`src/dcore_pkg.sv`:
```
package dcore_pkg;

	// datapath widths
	localparam int NTI   = 4;		// interleaved adc lanes
	localparam int NADC  = 8;		// adc magnitude bits
	localparam int NPI   = 9;		// pi code bits
	localparam int NOUT  = 4;		// pi outputs
	localparam int ACC_W = 16;		// phase accumulator bits
	localparam int ERR_W = 20;		// signed phase error bits

	// axi4-lite bus widths
	localparam int AXI_AW = 32;
	localparam int AXI_DW = 32;

	localparam logic [1:0] RESP_OKAY   = 2'b00;
	localparam logic [1:0] RESP_SLVERR = 2'b10;

	// register map, byte addresses
	localparam logic [AXI_AW-1:0] ADDR_CTRL      = 32'h00;	// en, clear, kshift
	localparam logic [AXI_AW-1:0] ADDR_EXT_CODE  = 32'h04;	// open loop code
	localparam logic [AXI_AW-1:0] ADDR_OFS0      = 32'h08;
	localparam logic [AXI_AW-1:0] ADDR_OFS1      = 32'h0C;
	localparam logic [AXI_AW-1:0] ADDR_OFS2      = 32'h10;
	localparam logic [AXI_AW-1:0] ADDR_OFS3      = 32'h14;
	localparam logic [AXI_AW-1:0] ADDR_CODE_STAT = 32'h18;	// read only
	localparam logic [AXI_AW-1:0] ADDR_ERR_STAT  = 32'h1C;	// read only

	typedef struct packed {
		logic            sign;		// 1 means positive
		logic [NADC-1:0] mag;
	} adc_lane_t;

	typedef struct packed {
		adc_lane_t [NTI-1:0] lane;	// lane 0 is the earliest sample
		logic                valid;
	} adc_frame_t;

	typedef struct packed {
		logic                    valid;
		logic signed [ERR_W-1:0] err;	// summed mm timing error
	} pd_out_t;

	typedef struct packed {
		logic                      cdr_en;		// 0 selects ext_code
		logic [2:0]                kshift;		// loop gain as right shift
		logic [NPI-1:0]            ext_code;
		logic [NOUT-1:0][NPI-1:0]  lane_ofs;	// per output code offset
		logic                      acc_clr;		// single cycle pulse
	} cdr_cfg_t;

	typedef struct packed {
		logic              awvalid;
		logic [AXI_AW-1:0] awaddr;
		logic              wvalid;
		logic [AXI_DW-1:0] wdata;
		logic [3:0]        wstrb;		// not decoded, writes are full word
		logic              bready;
		logic              arvalid;
		logic [AXI_AW-1:0] araddr;
		logic              rready;
	} axil_req_t;

	typedef struct packed {
		logic              awready;
		logic              wready;
		logic              bvalid;
		logic [1:0]        bresp;
		logic              arready;
		logic              rvalid;
		logic [AXI_DW-1:0] rdata;
		logic [1:0]        rresp;
	} axil_rsp_t;

endpackage

```
`src/mm_phase_det.sv`:
```
`timescale 1ns/1ps

module mm_phase_det import dcore_pkg::*; (
	input  logic       clk_adc,		// adc retiming clock
	input  logic       rst_n_i,
	input  adc_frame_t adc_i,		// sign magnitude lanes
	output pd_out_t    pd_o			// error one cycle after the frame
);

	// sample sequence, index 0 is last lane of the previous frame
	logic signed [NADC:0]    y [NTI:0];
	logic                    d [NTI:0];	// decision, 1 means +1

	logic signed [NADC:0]    y_hold_q;	// previous lane NTI-1
	logic                    d_hold_q;
	logic signed [ERR_W-1:0] err_sum;
	logic signed [ERR_W-1:0] err_q;
	logic                    valid_q;

	// sign magnitude to two's complement
	function automatic logic signed [NADC:0] sm_to_signed(input adc_lane_t ln);
		logic signed [NADC:0] pos;
		pos = $signed({1'b0, ln.mag});
		return ln.sign ? pos : -pos;
	endfunction

	// multiply by a +1 or -1 decision, widened to the error width
	function automatic logic signed [ERR_W-1:0] apply_dec(
		input logic signed [NADC:0] val,
		input logic                 dec
	);
		logic signed [ERR_W-1:0] ext;
		ext = {{(ERR_W-NADC-1){val[NADC]}}, val};	// sign extend
		return dec ? ext : -ext;
	endfunction

	always_comb begin
		y[0] = y_hold_q;
		d[0] = d_hold_q;
		for (int i = 0; i < NTI; i++) begin
			y[i+1] = sm_to_signed(adc_i.lane[i]);
			d[i+1] = adc_i.lane[i].sign;			// slicer is the sign bit
		end
	end

	// y[k]*d[k-1] - y[k-1]*d[k] over adjacent pairs
	always_comb begin
		err_sum = '0;
		for (int k = 1; k <= NTI; k++) begin
			err_sum = err_sum + apply_dec(y[k], d[k-1]) - apply_dec(y[k-1], d[k]);
		end
	end

	always_ff @(posedge clk_adc or negedge rst_n_i) begin
		if (!rst_n_i) begin
			valid_q  <= 1'b0;
			y_hold_q <= '0;			// zero sample
			d_hold_q <= 1'b1;		// with +1 decision
		end else begin
			valid_q <= adc_i.valid;
			if (adc_i.valid) begin
				y_hold_q <= y[NTI];	// carry last lane into next frame
				d_hold_q <= d[NTI];
			end
		end
	end

	// error payload, only meaningful with valid_q
	always_ff @(posedge clk_adc) begin
		if (adc_i.valid) begin
			err_q <= err_sum;
		end
	end

	always_comb begin
		pd_o.valid = valid_q;
		pd_o.err   = err_q;
	end

endmodule

```
`src/dcore_csr.sv`:
```
`timescale 1ns/1ps

module dcore_csr import dcore_pkg::*; (
	input  logic           clk_adc,
	input  logic           rst_n_i,
	input  axil_req_t      axil_req_i,	// master to slave
	output axil_rsp_t      axil_rsp_o,	// slave to master
	input  pd_out_t        pd_i,		// for err status
	input  logic [NPI-1:0] cdr_code_i,	// current loop code
	output cdr_cfg_t       cfg_o
);

	cdr_cfg_t          cfg_q;			// writable fields
	logic [AXI_DW-1:0] err_stat_q;		// last valid error, sign extended

	logic              wr_rdy_q;		// drives awready and wready
	logic              bvalid_q;
	logic [1:0]        bresp_q;
	logic              rd_rdy_q;		// drives arready
	logic              rvalid_q;
	logic [AXI_DW-1:0] rdata_q;
	logic [1:0]        rresp_q;

	logic              wr_hs;
	logic              rd_hs;
	logic              wr_hit;			// write address is mapped
	logic              rd_hit;			// read address is mapped
	logic [AXI_DW-1:0] rd_data;

	// valids stay up until accepted, so ready alone marks the beat
	assign wr_hs = wr_rdy_q & axil_req_i.awvalid & axil_req_i.wvalid;
	assign rd_hs = rd_rdy_q & axil_req_i.arvalid;

	always_comb begin
		case (axil_req_i.awaddr)
			ADDR_CTRL,
			ADDR_EXT_CODE,
			ADDR_OFS0,
			ADDR_OFS1,
			ADDR_OFS2,
			ADDR_OFS3,
			ADDR_CODE_STAT,
			ADDR_ERR_STAT: wr_hit = 1'b1;	// status writes are dropped
			default:       wr_hit = 1'b0;
		endcase
	end

	// read mux
	always_comb begin
		rd_hit  = 1'b1;
		rd_data = '0;						// unmapped reads return 0
		case (axil_req_i.araddr)
			ADDR_CTRL:      rd_data = {25'd0, cfg_q.kshift, 3'b000, cfg_q.cdr_en};
			ADDR_EXT_CODE:  rd_data = AXI_DW'(cfg_q.ext_code);
			ADDR_OFS0:      rd_data = AXI_DW'(cfg_q.lane_ofs[0]);
			ADDR_OFS1:      rd_data = AXI_DW'(cfg_q.lane_ofs[1]);
			ADDR_OFS2:      rd_data = AXI_DW'(cfg_q.lane_ofs[2]);
			ADDR_OFS3:      rd_data = AXI_DW'(cfg_q.lane_ofs[3]);
			ADDR_CODE_STAT: rd_data = AXI_DW'(cdr_code_i);
			ADDR_ERR_STAT:  rd_data = err_stat_q;
			default:        rd_hit  = 1'b0;
		endcase
	end

	// write address and data channels taken together, then response
	always_ff @(posedge clk_adc or negedge rst_n_i) begin
		if (!rst_n_i) begin
			wr_rdy_q <= 1'b0;
			bvalid_q <= 1'b0;
		end else begin
			// single cycle ready, blocked while a response is pending
			wr_rdy_q <= !wr_rdy_q && !bvalid_q && axil_req_i.awvalid && axil_req_i.wvalid;
			if (wr_hs) begin
				bvalid_q <= 1'b1;
			end else if (axil_req_i.bready) begin
				bvalid_q <= 1'b0;			// response taken
			end
		end
	end

	// read address channel and read data hold
	always_ff @(posedge clk_adc or negedge rst_n_i) begin
		if (!rst_n_i) begin
			rd_rdy_q <= 1'b0;
			rvalid_q <= 1'b0;
		end else begin
			rd_rdy_q <= !rd_rdy_q && !rvalid_q && axil_req_i.arvalid;
			if (rd_hs) begin
				rvalid_q <= 1'b1;
			end else if (axil_req_i.rready) begin
				rvalid_q <= 1'b0;
			end
		end
	end

	// response payload, stable while the matching valid waits
	always_ff @(posedge clk_adc) begin
		if (wr_hs) begin
			bresp_q <= wr_hit ? RESP_OKAY : RESP_SLVERR;
		end
		if (rd_hs) begin
			rdata_q <= rd_data;
			rresp_q <= rd_hit ? RESP_OKAY : RESP_SLVERR;
		end
	end

	// config registers
	always_ff @(posedge clk_adc or negedge rst_n_i) begin
		if (!rst_n_i) begin
			cfg_q <= '0;
		end else begin
			cfg_q.acc_clr <= 1'b0;			// pulse lasts one cycle
			if (wr_hs) begin
				case (axil_req_i.awaddr)
					ADDR_CTRL: begin
						cfg_q.cdr_en  <= axil_req_i.wdata[0];
						cfg_q.acc_clr <= axil_req_i.wdata[1];	// self clearing
						cfg_q.kshift  <= axil_req_i.wdata[6:4];
					end
					ADDR_EXT_CODE: cfg_q.ext_code    <= axil_req_i.wdata[NPI-1:0];
					ADDR_OFS0:     cfg_q.lane_ofs[0] <= axil_req_i.wdata[NPI-1:0];
					ADDR_OFS1:     cfg_q.lane_ofs[1] <= axil_req_i.wdata[NPI-1:0];
					ADDR_OFS2:     cfg_q.lane_ofs[2] <= axil_req_i.wdata[NPI-1:0];
					ADDR_OFS3:     cfg_q.lane_ofs[3] <= axil_req_i.wdata[NPI-1:0];
					default: ;						// status or unmapped
				endcase
			end
		end
	end

	// phase error snapshot
	always_ff @(posedge clk_adc or negedge rst_n_i) begin
		if (!rst_n_i) begin
			err_stat_q <= '0;
		end else if (pd_i.valid) begin
			err_stat_q <= {{(AXI_DW-ERR_W){pd_i.err[ERR_W-1]}}, pd_i.err};
		end
	end

	always_comb begin
		axil_rsp_o.awready = wr_rdy_q;
		axil_rsp_o.wready  = wr_rdy_q;
		axil_rsp_o.bvalid  = bvalid_q;
		axil_rsp_o.bresp   = bresp_q;
		axil_rsp_o.arready = rd_rdy_q;
		axil_rsp_o.rvalid  = rvalid_q;
		axil_rsp_o.rdata   = rdata_q;
		axil_rsp_o.rresp   = rresp_q;
	end

	assign cfg_o = cfg_q;

endmodule

```
`src/pi_ctl_gen.sv`:
```
`timescale 1ns/1ps

module pi_ctl_gen import dcore_pkg::*; (
	input  logic           clk_adc,
	input  logic           rst_n_i,
	input  pd_out_t        pd_i,			// phase error from detector
	input  cdr_cfg_t       cfg_i,			// register settings
	output logic [NPI-1:0] pi_ctl_o [NOUT-1:0],	// code per pi output
	output logic [NPI-1:0] cdr_code_o		// loop code for status
);

	logic [ACC_W-1:0]        acc_q;			// phase accumulator
	logic [ACC_W-1:0]        acc_nxt;
	logic signed [ERR_W-1:0] err_shr;		// error scaled by loop gain
	logic [NPI-1:0]          base_code;

	// gain as arithmetic right shift
	assign err_shr = $signed(pd_i.err) >>> cfg_i.kshift;

	always_comb begin
		if (cfg_i.acc_clr) begin
			acc_nxt = '0;						// clear wins
		end else if (pd_i.valid && cfg_i.cdr_en) begin
			acc_nxt = acc_q + err_shr[ACC_W-1:0];	// wraps mod 2^ACC_W
		end else begin
			acc_nxt = acc_q;
		end
	end

	// closed loop follows the updated accumulator on the same edge
	assign base_code = cfg_i.cdr_en ? acc_nxt[ACC_W-1 -: NPI] : cfg_i.ext_code;

	always_ff @(posedge clk_adc or negedge rst_n_i) begin
		if (!rst_n_i) begin
			acc_q <= '0;
		end else begin
			acc_q <= acc_nxt;
		end
	end

	always_ff @(posedge clk_adc or negedge rst_n_i) begin
		if (!rst_n_i) begin
			for (int k = 0; k < NOUT; k++) begin
				pi_ctl_o[k] <= '0;
			end
		end else begin
			for (int k = 0; k < NOUT; k++) begin
				pi_ctl_o[k] <= base_code + cfg_i.lane_ofs[k];	// mod 2^NPI
			end
		end
	end

	assign cdr_code_o = acc_q[ACC_W-1 -: NPI];	// top bits of accumulator

endmodule

```
`src/dcore_cdr_top.sv`:
```
`timescale 1ns/1ps

module dcore_cdr_top import dcore_pkg::*; (
	input  logic           clk_adc,				// adc clock, also bus clock
	input  logic           rst_n_i,
	input  adc_frame_t     adc_i,				// frame from analog core
	input  axil_req_t      axil_req_i,			// register port
	output axil_rsp_t      axil_rsp_o,
	output logic [NPI-1:0] pi_ctl_o [NOUT-1:0]	// pi control codes
);

	pd_out_t        pd;			// timing error with valid
	cdr_cfg_t       cfg;		// register settings to code gen
	logic [NPI-1:0] cdr_code;	// loop code back to status

	// mueller muller detector on main lanes
	mm_phase_det u_mm_phase_det (
		.clk_adc(clk_adc),
		.rst_n_i(rst_n_i),
		.adc_i  (adc_i),
		.pd_o   (pd)
	);

	// config and status registers
	dcore_csr u_dcore_csr (
		.clk_adc   (clk_adc),
		.rst_n_i   (rst_n_i),
		.axil_req_i(axil_req_i),
		.axil_rsp_o(axil_rsp_o),
		.pd_i      (pd),
		.cdr_code_i(cdr_code),
		.cfg_o     (cfg)
	);

	// loop filter and output codes
	pi_ctl_gen u_pi_ctl_gen (
		.clk_adc   (clk_adc),
		.rst_n_i   (rst_n_i),
		.pd_i      (pd),
		.cfg_i     (cfg),
		.pi_ctl_o  (pi_ctl_o),
		.cdr_code_o(cdr_code)
	);

endmodule

```
`config.mk`:
```
export PLATFORM = sky130hd
export DESIGN_NAME = dcore_cdr_top
export DESIGN_NICKNAME = d
export VERILOG_FILES = /design/src/dcore_pkg.sv /design/src/mm_phase_det.sv /design/src/dcore_csr.sv /design/src/pi_ctl_gen.sv /design/src/dcore_cdr_top.sv
export SDC_FILE = /design/constraint.sdc
export NUM_CORES = 1
export LEC_CHECK = 0
export BUFFER_PORTS_ARGS = -buffer_cell sky130_fd_sc_hd__buf_2
export CAP_MARGIN = 40
export CORE_ASPECT_RATIO = 1.75
export CORE_MARGIN = 2
export CORE_UTILIZATION = 54
export CTS_CLUSTER_SIZE = 25
export DETAILED_ROUTE_END_ITERATION = 12
export PLACE_DENSITY = 0.79
export SYNTH_ARGS = -nofsm -noshare
export SYNTH_HDL_FRONTEND = slang
export SYNTH_SLANG_ARGS = --single-unit
```
`constraint.sdc`:
```
create_clock -name clk_adc -period 5.15 [get_ports clk_adc]
set_input_delay 0.2575 -clock clk_adc [delete_from_list [all_inputs] [get_ports clk_adc]]
set_output_delay 0.2575 -clock clk_adc [all_outputs]
set_load 0.02 [all_outputs]
```
## Yosys cells after proc, flatten, opt, wreduce, memory -nomap -nowiden

Memories as Yosys holds them, arrays and structs flattened.
Cells that the tools add are included.

- Add/sub/neg operators: 21
- Shift operators: 1
- Muxes and demuxes: 26
- Eq/ne operators: 12
- Reductions and logical operators: 23
- Bitwise operators: 3

Operator list:

| operator | number |
|---|---|
| one-hot mux 32 bit (8 select lines) | 1 |
| == test 32 x 5 -> 1 bit (second input constant) | 6 |
| two-way mux 20 bit | 8 |
| == test 32 x 4 -> 1 bit (second input constant) | 4 |
| negator 9 -> 20 bit | 5 |
| subtractor 20 bit | 4 |
| == test 32 x 3 -> 1 bit (second input constant) | 2 |
| logical NOT 32 bit | 2 |
| adder 20 bit | 3 |
| two-way mux 9 bit | 5 |
| adder 9 bit | 4 |
| negator 8 -> 9 bit | 4 |
| two-way mux 16 bit | 2 |
| logical NOT 27 bit | 1 |
| >>> shifter 20 x 3 -> 16 bit | 1 |
| adder 16 bit | 1 |
| AND reduction 2 bit | 6 |
| two-way mux 1 bit | 8 |
| OR reduction 8 bit | 1 |
| logical AND 1 bit | 6 |
| nonzero test 2 bit | 3 |
| logical NOT 1 bit | 4 |
| two-way mux 2 bit | 2 |
| bitwise AND 1 bit | 3 |

- Memories: 1
- Bits in read-only memories: 32
- Input bits: 144
- Logic and storage cells: 113
- Flip-flop bits (word level): 193
- Output and inout bits: 77

Memories:

| memory | words | width | read ports | clocked after memory_dff | wr ports | line | source |
|---|---|---|---|---|---|---|---|
| (no name shown) | 32 | 1 | 1 | 0 | 0 | dcore_csr.sv:35 | `case (axil_req_i.awaddr)` |

## Logic depth before layout (Yosys ltp)

Gate-level depths: netlist of the first run.

- Word-level depth: 11
- Gate-level depth with buffers: 26
- Gate-level depth less buffers: 26

## Modules after synthesis

A second synthesis of the first run with hierarchy kept.

- Cells, all modules: 1,624
- Area total of the unflattened synthesis: 16,037.9 µm²

By module, submodules not included:

| module | cells an instance | area an instance (µm²) | times used |
|---|---|---|---|
| mm_phase_det | 841 | 7,206.9 | 1 |
| dcore_csr | 314 | 4,561.9 | 1 |
| pi_ctl_gen | 469 | 4,269.1 | 1 |

## Worst setup path before layout of the first run

OpenSTA, ideal clock, no wires.

- Path type: input to register
- From: input adc_i[1] (netlist bit)
- To: register u_mm_phase_det.err_q[19] (data pin)
- Required time: 4.882 ns
- Library setup time: 0.268 ns
- Arrival: 6.011 ns
- Stages: 25
- Setup slack: -1.129 ns
- Path buffers: 0
- Path through: inv_1 ha_1 or4_1 mux2i_1 nand3b_1 a21boi_1 and3_1 nand2_1 nand2_1 o21ai_0 inv_1 fa_1 fa_1 fa_1 inv_1 fa_1 inv_1 ha_1 a21o_1 a21o_1 nor3_1 a21oi_1 a211oi_1 o21ai_0 xnor3_1

- Word-level cells in the longest chain between the ends: 11
- Elaborated cells between the ends (all ways): 12
- Those cells by class: 9 x add/sub; 3 x mux

RTL lines:

| element | line | source |
|---|---|---|
| start: declaration | dcore_cdr_top.sv:6 | `input adc_frame_t adc_i,` |
| negator 8 -> 9 bit | mm_phase_det.sv:24 | `return ln.sign ? pos : -pos;` |
| two-way mux 9 bit * | mm_phase_det.sv:24 |  |
| negator 9 -> 20 bit | mm_phase_det.sv:34 | `return dec ? ext : -ext;` |
| two-way mux 20 bit | mm_phase_det.sv:34 |  |
| subtractor 20 bit | mm_phase_det.sv:50 | `err_sum = err_sum + apply_dec(y[k], d[k-1]) - apply_dec(y[k-1], d[k]);` |
| adder 20 bit | mm_phase_det.sv:50 |  |
| subtractor 20 bit * | mm_phase_det.sv:50 |  |
| adder 20 bit * | mm_phase_det.sv:50 |  |
| subtractor 20 bit * | mm_phase_det.sv:50 |  |
| adder 20 bit * | mm_phase_det.sv:50 |  |
| subtractor 20 bit * | mm_phase_det.sv:50 |  |
| net u_mm_phase_det.err_sum[19] | mm_phase_det.sv:16 | `logic signed [ERR_W-1:0] err_sum;` |
| end signal: assignment | mm_phase_det.sv:71 | `err_q <= err_sum;` |
| end: declaration | mm_phase_det.sv:17 | `logic signed [ERR_W-1:0] err_q;` |

The timed path passes the listed nets; every way through them passes the cells marked *.
A chain may end at the register's enable or synchronous reset.

## Final worst setup path of the first run

- From: input adc_i[1] (netlist bit)
- To: register u_mm_phase_det.err_q[16] (data pin)

The elaborated chain is that of the path after synthesis.

==> results of run 1 <==
## sequential cells by signal, indices dropped and copies added, names as in the netlist
name                     flops
u_pi_ctl_gen.pi_ctl_o       36
u_dcore_csr.wr_rdy_q         1
u_dcore_csr.bvalid_q         1
u_dcore_csr.err_stat_q      20
u_mm_phase_det.err_q        20
u_dcore_csr.bresp_q          1
u_dcore_csr.rd_rdy_q         1
u_mm_phase_det.valid_q       1
u_pi_ctl_gen.acc_q          16
u_mm_phase_det.d_hold_q      1
u_dcore_csr.rdata_q         20
u_dcore_csr.cfg_o           50
u_dcore_csr.rvalid_q         1
u_mm_phase_det.y_hold_q      9
u_dcore_csr.rresp_q          1
## worst reg2reg max path, cell delays in order, from the launching register on
cell	delay, ns
dfrtp_1	0.40
nor4_2	0.33
buf_4	0.17
buf_4	0.12
nand2_2	0.05
ha_1	0.27
mux2_4	0.28
fa_2	0.54
fa_2	0.43
fa_1	0.54
inv_1	0.05
fa_1	0.51
inv_2	0.05
ha_4	0.15
a21o_1	0.20
a21o_1	0.22
nor3_4	0.17
o21ai_1	0.12
buf_4	0.16
nand2b_4	0.07
nor2b_4	0.14
xnor2_1	0.19
## layout by cell type (no fill, tap or decap), drive strengths merged, types with 7 or more instances in the layout
cell type and count:
nand4 9, o21a 21, o21bai 19, nor3 34, edfxtp 42, mux2 87, fa 115, and2 16
nor2 125, a22oi 7, nor2b 14, xor2 40, inv 204, clkbuf 18, a211oi 8, buf 528
nand3 27, nand3b 8, mux2i 49, a21oi 123, o211ai 9, dfrtp 136, xnor2 103, or3 9
and3 9, o21ai 70, nand2 84, nor4 19, ha 79, nand2b 18, a21o 24
## worst max path at each step
stage	cells after the start	endpoint	slack (ns)	startpoint
4_1_cts	23	u_mm_phase_det.err_q[19]	-0.09	adc_i[1]
6_report	26	u_mm_phase_det.err_q[16]	-0.23	adc_i[1]
3_5_place_dp	24	u_mm_phase_det.err_q[15]	-0.77	adc_i[20]
2_1_floorplan	22	u_mm_phase_det.err_q[19]	-0.20	adc_i[3]
3_3_place_gp	25	u_mm_phase_det.err_q[19]	-0.60	adc_i[19]
5_1_grt	21	u_mm_phase_det.err_q[16]	-0.47	u_mm_phase_det.y_hold_q[5]
## routing by layer
layer,global-route usage [%],up-vias,wire [um],share of wire (%)
met5,0,-,0,0
met4,22.0,0,3980,8.1
met3,3.69,250,2230,4.5
met2,59.8,690,27300,55
met1,29.3,7085,15700,32
li1,-,6564,-,-
## final cells by class
type	count	area, um2	area share, %
sequential	179	4690	21.8
tap	382	478	2.22
clock inverter	14	178	0.826
inverter	202	791	3.68
multi-input combinational	1200	11300	52.6
timing repair buffer	529	3630	16.9
clock buffer	18	429	1.99
## synthesized netlist by cell type, types with 4 or more instances
cell type  instances  area share (%)
o31a_1             4            0.22
a221oi_1           4            0.22
nand3b_1           6            0.28
ha_1              79             6.2
a31oi_1            5            0.19
xor2_1            40             2.2
clkbuf_1          43             1.0
nor3_1            29            0.90
nand2_1           84             2.0
or3_1              9            0.35
a211oi_1           7            0.33
o211ai_1           9            0.42
o21ai_0           67             2.1
dfrtp_1          136              21
buf_4             22             1.0
a22oi_1            7            0.33
nor4_1            19            0.74
a21o_1            24             1.1
nor2b_1           14            0.55
mux2i_1           48             3.0
nand3_1           25            0.78
and3_1             8            0.31
mux4_2             6            0.84
buf_1             10            0.23
fa_1             115              14
o311ai_0           5            0.27
a21oi_1          122             3.8
o21bai_1          19            0.89
inv_1            202             4.7
o22ai_1            5            0.19
or4_1              4            0.19
nor3_4             4            0.40
nand2b_1          18            0.70
o21a_1            21            0.98
and2_1            16            0.62
edfxtp_1          42             7.8
or2_2              4            0.16
xnor2_1          103             5.6
mux2_2            87             6.1
nand4_1            9            0.35
nor3b_1            4            0.19
a2111o_1           5            0.35
nor2_1           125             2.9
## metrics by stage
| step | hold slack [ns] | cells | TNS [ns] |
|---|---|---|---|
| after floorplan | -0.0381 | 1662 | -0.622 |
| after global placement | 0.376 | 2438 | -7.48 |
| after detailed placement | 0.381 | 2439 | -9.58 |
| after CTS | 0.00752 | 2502 | -0.228 |
| after global routing | 0.0205 | 2524 | -4.97 |
| final | 0.0101 | 2524 | -1.95 |
## power groups by stage
stage	Combinational [uW]	Clock [uW]	Sequential [uW]
4_1_cts	10600	1370	2160
5_1_grt	13000	1430	2190
6_report	12000	1370	2180
3_5_place_dp	9650	0	2190
2_1_floorplan	6110	0	2140
3_3_place_gp	9180	0	2170
## repair_timing
item                                    CTS  global route
endpoints found under the setup margin   16            17
gates resized for setup                 132            78
hold buffers                              1             0
endpoints found under the hold margin    88             0
pin swaps                                87            55
setup buffers                            32            22
## cells by family after synthesis
family	share of synthesized area, %
buf+inv	7.21
mux	10.1
compound gates	12.6
fa+ha+maj	20.6
flops	29.2
simple gates	12.4
other cells	0.0233
xor+xnor	7.93
==> impl_results.md, run 1 <==
* Status: finished, violations left
* Violated checks: setup timing
* WS Path Type: in2reg
* Max incr delay on CP at 0.54 ns
* Synthesized area per cell at 9.67 um2
* Die width at 134 um
* Core outline area at 29,300 um2
* Netlist cell types at 76
* Post-layout min period at 5.38 ns
* Synth Flop Type: dfrtp_1
* CTS H-tree lvls at 4
* DP HPWL at 36,600 um
* Setup Viol. Count Final at 13
* Pin count of the biggest net entering global routing at 90
* Synthesized area at 16,100 um2
* Register bit count reported by yosys at 179
* Row count at 83
* FFs w/ async S/R, synth at 76.5%
* Hold Vio Cnt, Final at 0
* GRT Resource Usage Total at 30.9%
* First-pass GRT wire length at 75,300 um
* HP Class: in2reg
* Vias at 14,600
* R2r endpoint: u_mm_phase_det.err_q[16]
* 1st-iter DRT viols at 832
* Initial Util at 54.9%
* Rel. slew slack at 41.5%
* Pint at 8900 uW
* Worst path bufs/invs at 6
* RSZ-0062 raised after global routing: true
* Hold path depth at 2
* Req. time, crit path at 5.40 ns
* Post-DP Area at 19,600 um2
* Number of synthesized flops with an enable pin at 42
* Num ports at 221
* Max cap viols at 0
* Max-slew violation count at 0
* Vias in the first global route at 15,300
* N_diodes at 0
* Clk sinks at 179
* Seq pwr share at 14.0%
* Reg clk slew, reported paths at 0.08 ns
* Crit path DAT at 5.63 ns
* Worst slack, placed at -0.775 ns
* DRT antenna net count at 0
* Actual slew at the worst max-slew pin at 0.878 ns
* Final setup skew at 0.0119 ns
* Fillers at 1,965
* Clock power share at 8.8%
* Layout cells sized above 1 at 40.3%
* Clk Latency, worst-skew pair at 0.45 ns
* Startpoint types: input pin
* Die ar. at 31,200 um2
* Yosys Warn Count at 0
* Die height at 232 um
* Sw Ratio at 42.8%
* Total congestion overflow at 0
* Global placement routability congestion at 1.03
* CTS Root Cell: clkbuf_16
* Drt first pass iters at 5
* Final net count at 2,467
* FF-to-FF Start: u_mm_phase_det.y_hold_q[5]
* CTS tree: done
* LEAKAGE at 0.0105 uW
* Final setup margin at -0.233 ns
* Drt wl/cell at 19.5 um
* Pwr Total at 15,500 uW
* Worst Hold Endpoint: u_dcore_csr.bvalid_q
* Number of antenna violations at the first check in global routing at 0
* Post-DR vias/cell at 5.78
* Crit-path most repeated cell: fa_1
* Worst reg2reg path depth at 21
* CP max FO at 4
* Critical Path Sink Type: flip-flop
* Psw at 6650 uW
* DRC viols at 0
* Register area share after synthesis at 29.2%
* Worst path slowest cell: fa_1
* Fin area at 21,500 um2
* Combinational share of power at 77.2%
* Layout area overhead at 33.9%
* TritonCTS buffer count at 17
* Worst VDD drop at 0.000764 V
* Power per cell area at 723 nW/um2
* R2R setup slack at -0.21 ns
* Post-Route WL at 49,200 um
* Period utilization at 105%
* Max Fclk at 186 MHz
* Clock Path Buffers at 2
* Min-delay src: axil_req_i[34]
* Final core occ at 73.5%
* Syn Inst Count at 1,661
* Dominant delay contributor by cell family on the critical path: adder cells
* PortBufs at 191
(Power assumes the default switching activity.)
==> inputs of run 2 (changes only) <==
--- a/config.mk
+++ b/config.mk
@@ -12,7 +12,9 @@
 export CORE_UTILIZATION = 54
 export CTS_CLUSTER_SIZE = 25
 export DETAILED_ROUTE_END_ITERATION = 12
+export MAX_ROUTING_LAYER = met4
 export PLACE_DENSITY = 0.79
+export SKIP_LAST_GASP = 1
 export SYNTH_ARGS = -nofsm -noshare
 export SYNTH_HDL_FRONTEND = slang
 export SYNTH_SLANG_ARGS = --single-unit
==> run 2 against run 1 <==
The flow still finishes with violations (setup timing). Clock power decreased by 9%. Cell area increased by 0.82%. Wire length increased by 1.5%. Cell count increased by 0.52%. Core utilization increased by 0.60 points. Sequential power about the same. Critical endpoint is now u_pi_ctl_gen.pi_ctl_o[35]. Clock skew increased by 0.0064 ns. Largest cell class unchanged. Sequential cell count unchanged. Global-route usage increased by 0.77 points. Via count increased by 0.38%. Register-to-register slack got worse by 0.06 ns. First-iteration DRC count increased by 16%.
==> impl_results.md, run 2 (same netlist as run 1, synthesis figures left out) <==
* CTS H-tree lvls at 4
* Final net count at 2,480
* Max cap viols at 0
* DRT antenna net count at 0
* Hold Vio Cnt, Final at 0
* Critical Path Sink Type: flip-flop
* DRC viols at 0
* Actual slew at the worst max-slew pin at 0.853 ns
* Placed insts at 2,443
* N_diodes at 0
* Startpoint types: flip-flop
* Vias in the first global route at 15,300
* Final setup margin at -0.266 ns
* Post-DR vias/cell at 5.77
* Violated checks: setup timing
* Initial Util at 54.9%
* Die height at 232 um
* Die width at 134 um
* 1st-iter DRT viols at 968
* RSZ-0062 raised after global routing: true
* Global placement routability congestion at 0.981
* PortBufs at 191
* Met1 Wirelength at 15,800 um
* Layout area overhead at 35.0%
* Reg clk slew, reported paths at 0.07 ns
* First-pass GRT wire length at 74,600 um
* Req. time, crit path at 5.49 ns
* Clock Path Buffers at 2
* Hold WS at 0.00437 ns
* Final setup skew at 0.0183 ns
* FF-to-FF Start: u_dcore_csr.cfg_o[47]
* Rel. slew slack at 43.1%
* Final core occ at 74.1%
* Worst Hold Endpoint: u_dcore_csr.bvalid_q
* Met2 routed WL at 28,100 um
* Clk sinks at 179
* Drt wl/cell at 19.7 um
* CTS tree: done
* Layout cells sized above 1 at 41.3%
* CTS Root Cell: clkbuf_16
* HP Class: in2reg
* R2R setup slack at -0.27 ns
* Largest register FFs at 50
* Routed length on met3 at 2050 um
* Worst VDD drop at 0.000748 V
* LEAKAGE at 0.0106 uW
* Row count at 83
* Commonest non-fill, non-tap cells in the layout: 329 x buf_4, 185 x buf_2, 178 x inv_1
* GRT Resource Usage Total at 31.6%
* TritonCTS buffer count at 17
* DP HPWL at 37,000 um
* Max Fclk at 185 MHz
* R2r endpoint: u_pi_ctl_gen.pi_ctl_o[35]
* Hold path depth at 2
* Core outline area at 29,300 um2
* Worst reg2reg path depth at 26
* Min-delay src: axil_req_i[34]
* Period utilization at 105%
* Crit path DAT at 5.75 ns
* Max layer used: met4
* Post-Route WL at 50,000 um
* CP max FO at 5
* WS Path Type: reg2reg
* Total congestion overflow at 0
* Clk Latency, worst-skew pair at 0.46 ns
* Power per cell area at 709 nW/um2
* Setup Viol. Count Final at 12
* Pin count of the biggest net entering global routing at 95
* Num ports at 221
* Fin cells at 2,537
* Most common cell after layout, fill and taps aside: buf_4
* Post-layout min period at 5.42 ns
* Number of antenna violations at the first check in global routing at 0
* Max-slew violation count at 0
* Status: finished, violations left
* Vias at 14,600
* Drt first pass iters at 8
* Die ar. at 31,200 um2
run 2: cell count changes in the layout (fill, tap and decap cells not counted), sizes merged:
cell	delta
buf	+13
bufinv	-3
clkinvlp	+3
clkinv	+1
inv	-1
run 2: worst max-delay path by stage:
stage	from	endpoint	slack (ns)	depth (start not counted)
2_1_floorplan	adc_i[3]	u_mm_phase_det.err_q[19]	-0.20	22
3_3_place_gp	adc_i[20]	u_mm_phase_det.err_q[19]	-0.62	24
3_5_place_dp	adc_i[1]	u_mm_phase_det.err_q[15]	-0.90	22
4_1_cts	adc_i[1]	u_mm_phase_det.err_q[19]	-0.1	25
5_1_grt	u_dcore_csr.cfg_o[47]	u_pi_ctl_gen.pi_ctl_o[8]	-0.44	21
6_report	u_dcore_csr.cfg_o[47]	u_pi_ctl_gen.pi_ctl_o[35]	-0.27	26
run 2: timing repair:
action                                  4_1_cts  5_1_grt
setup buffers                                32       31
endpoints found under the hold margin        93        0
endpoints found under the setup margin       15       17
resized for setup                           109      132
pin swaps                                    82       89
hold buffers                                  1        0
run 2: metal layers:
metal  GRT usage, %  vias to the layer above
met5              -                        -
met4           21.7                        0
met3           3.75                      274
met2           60.7                      620
met1           28.2                     7170
li1               -                     6581
run 2: report_power, final:
part	internal, uW	switching, uW	leakage [uW]
Sequential	2030	153	0.00224
Clock	621	615	0.000254
Combinational	6070	5880	0.00809
run 2: per-stage QoR:
stage          setup TNS, ns  setup WS [ns]  instance area, um2  power (uW)
4_1_cts               -0.287        -0.0959               20900       13700
3_3_place_gp           -7.35         -0.616               19600       11300
5_1_grt                -4.50         -0.437               21700       16400
6_report               -2.02         -0.266               21700       15400
2_1_floorplan         -0.622         -0.199               16500        8250
3_5_place_dp           -9.45         -0.898               19700       11800
run 2: final cells by class:
| cell class | count | area, um2 |
|---|---|---|
| sequential | 179 | 4690 |
| clock inverter | 14 | 106 |
| timing repair buffer | 542 | 3770 |
| tap | 382 | 478 |
| clock buffer | 18 | 429 |
| inverter | 202 | 793 |
| fill | 1915 | 7600 |
| multi-input combinational | 1200 | 11400 |
run 2: worst max-delay path, stage by stage (launching register included):
cell	delay [ns]
dfrtp_2	0.46
buf_6	0.13
mux2i_2	0.22
nand2_1	0.09
o21ai_1	0.13
buf_4	0.18
o21ai_2	0.06
ha_2	0.19
fa_2	0.35
a21o_1	0.19
a21o_1	0.18
a21oi_2	0.19
o21ai_2	0.08
xor2_1	0.16
nand2_1	0.09
a21oi_2	0.07
mux2_4	0.34
buf_4	0.16
fa_2	0.35
a21o_1	0.19
a21oi_2	0.20
o21bai_2	0.12
a2111o_1	0.47
a21o_1	0.26
and3_1	0.22
a21oi_2	0.15
nand3_1	0.09
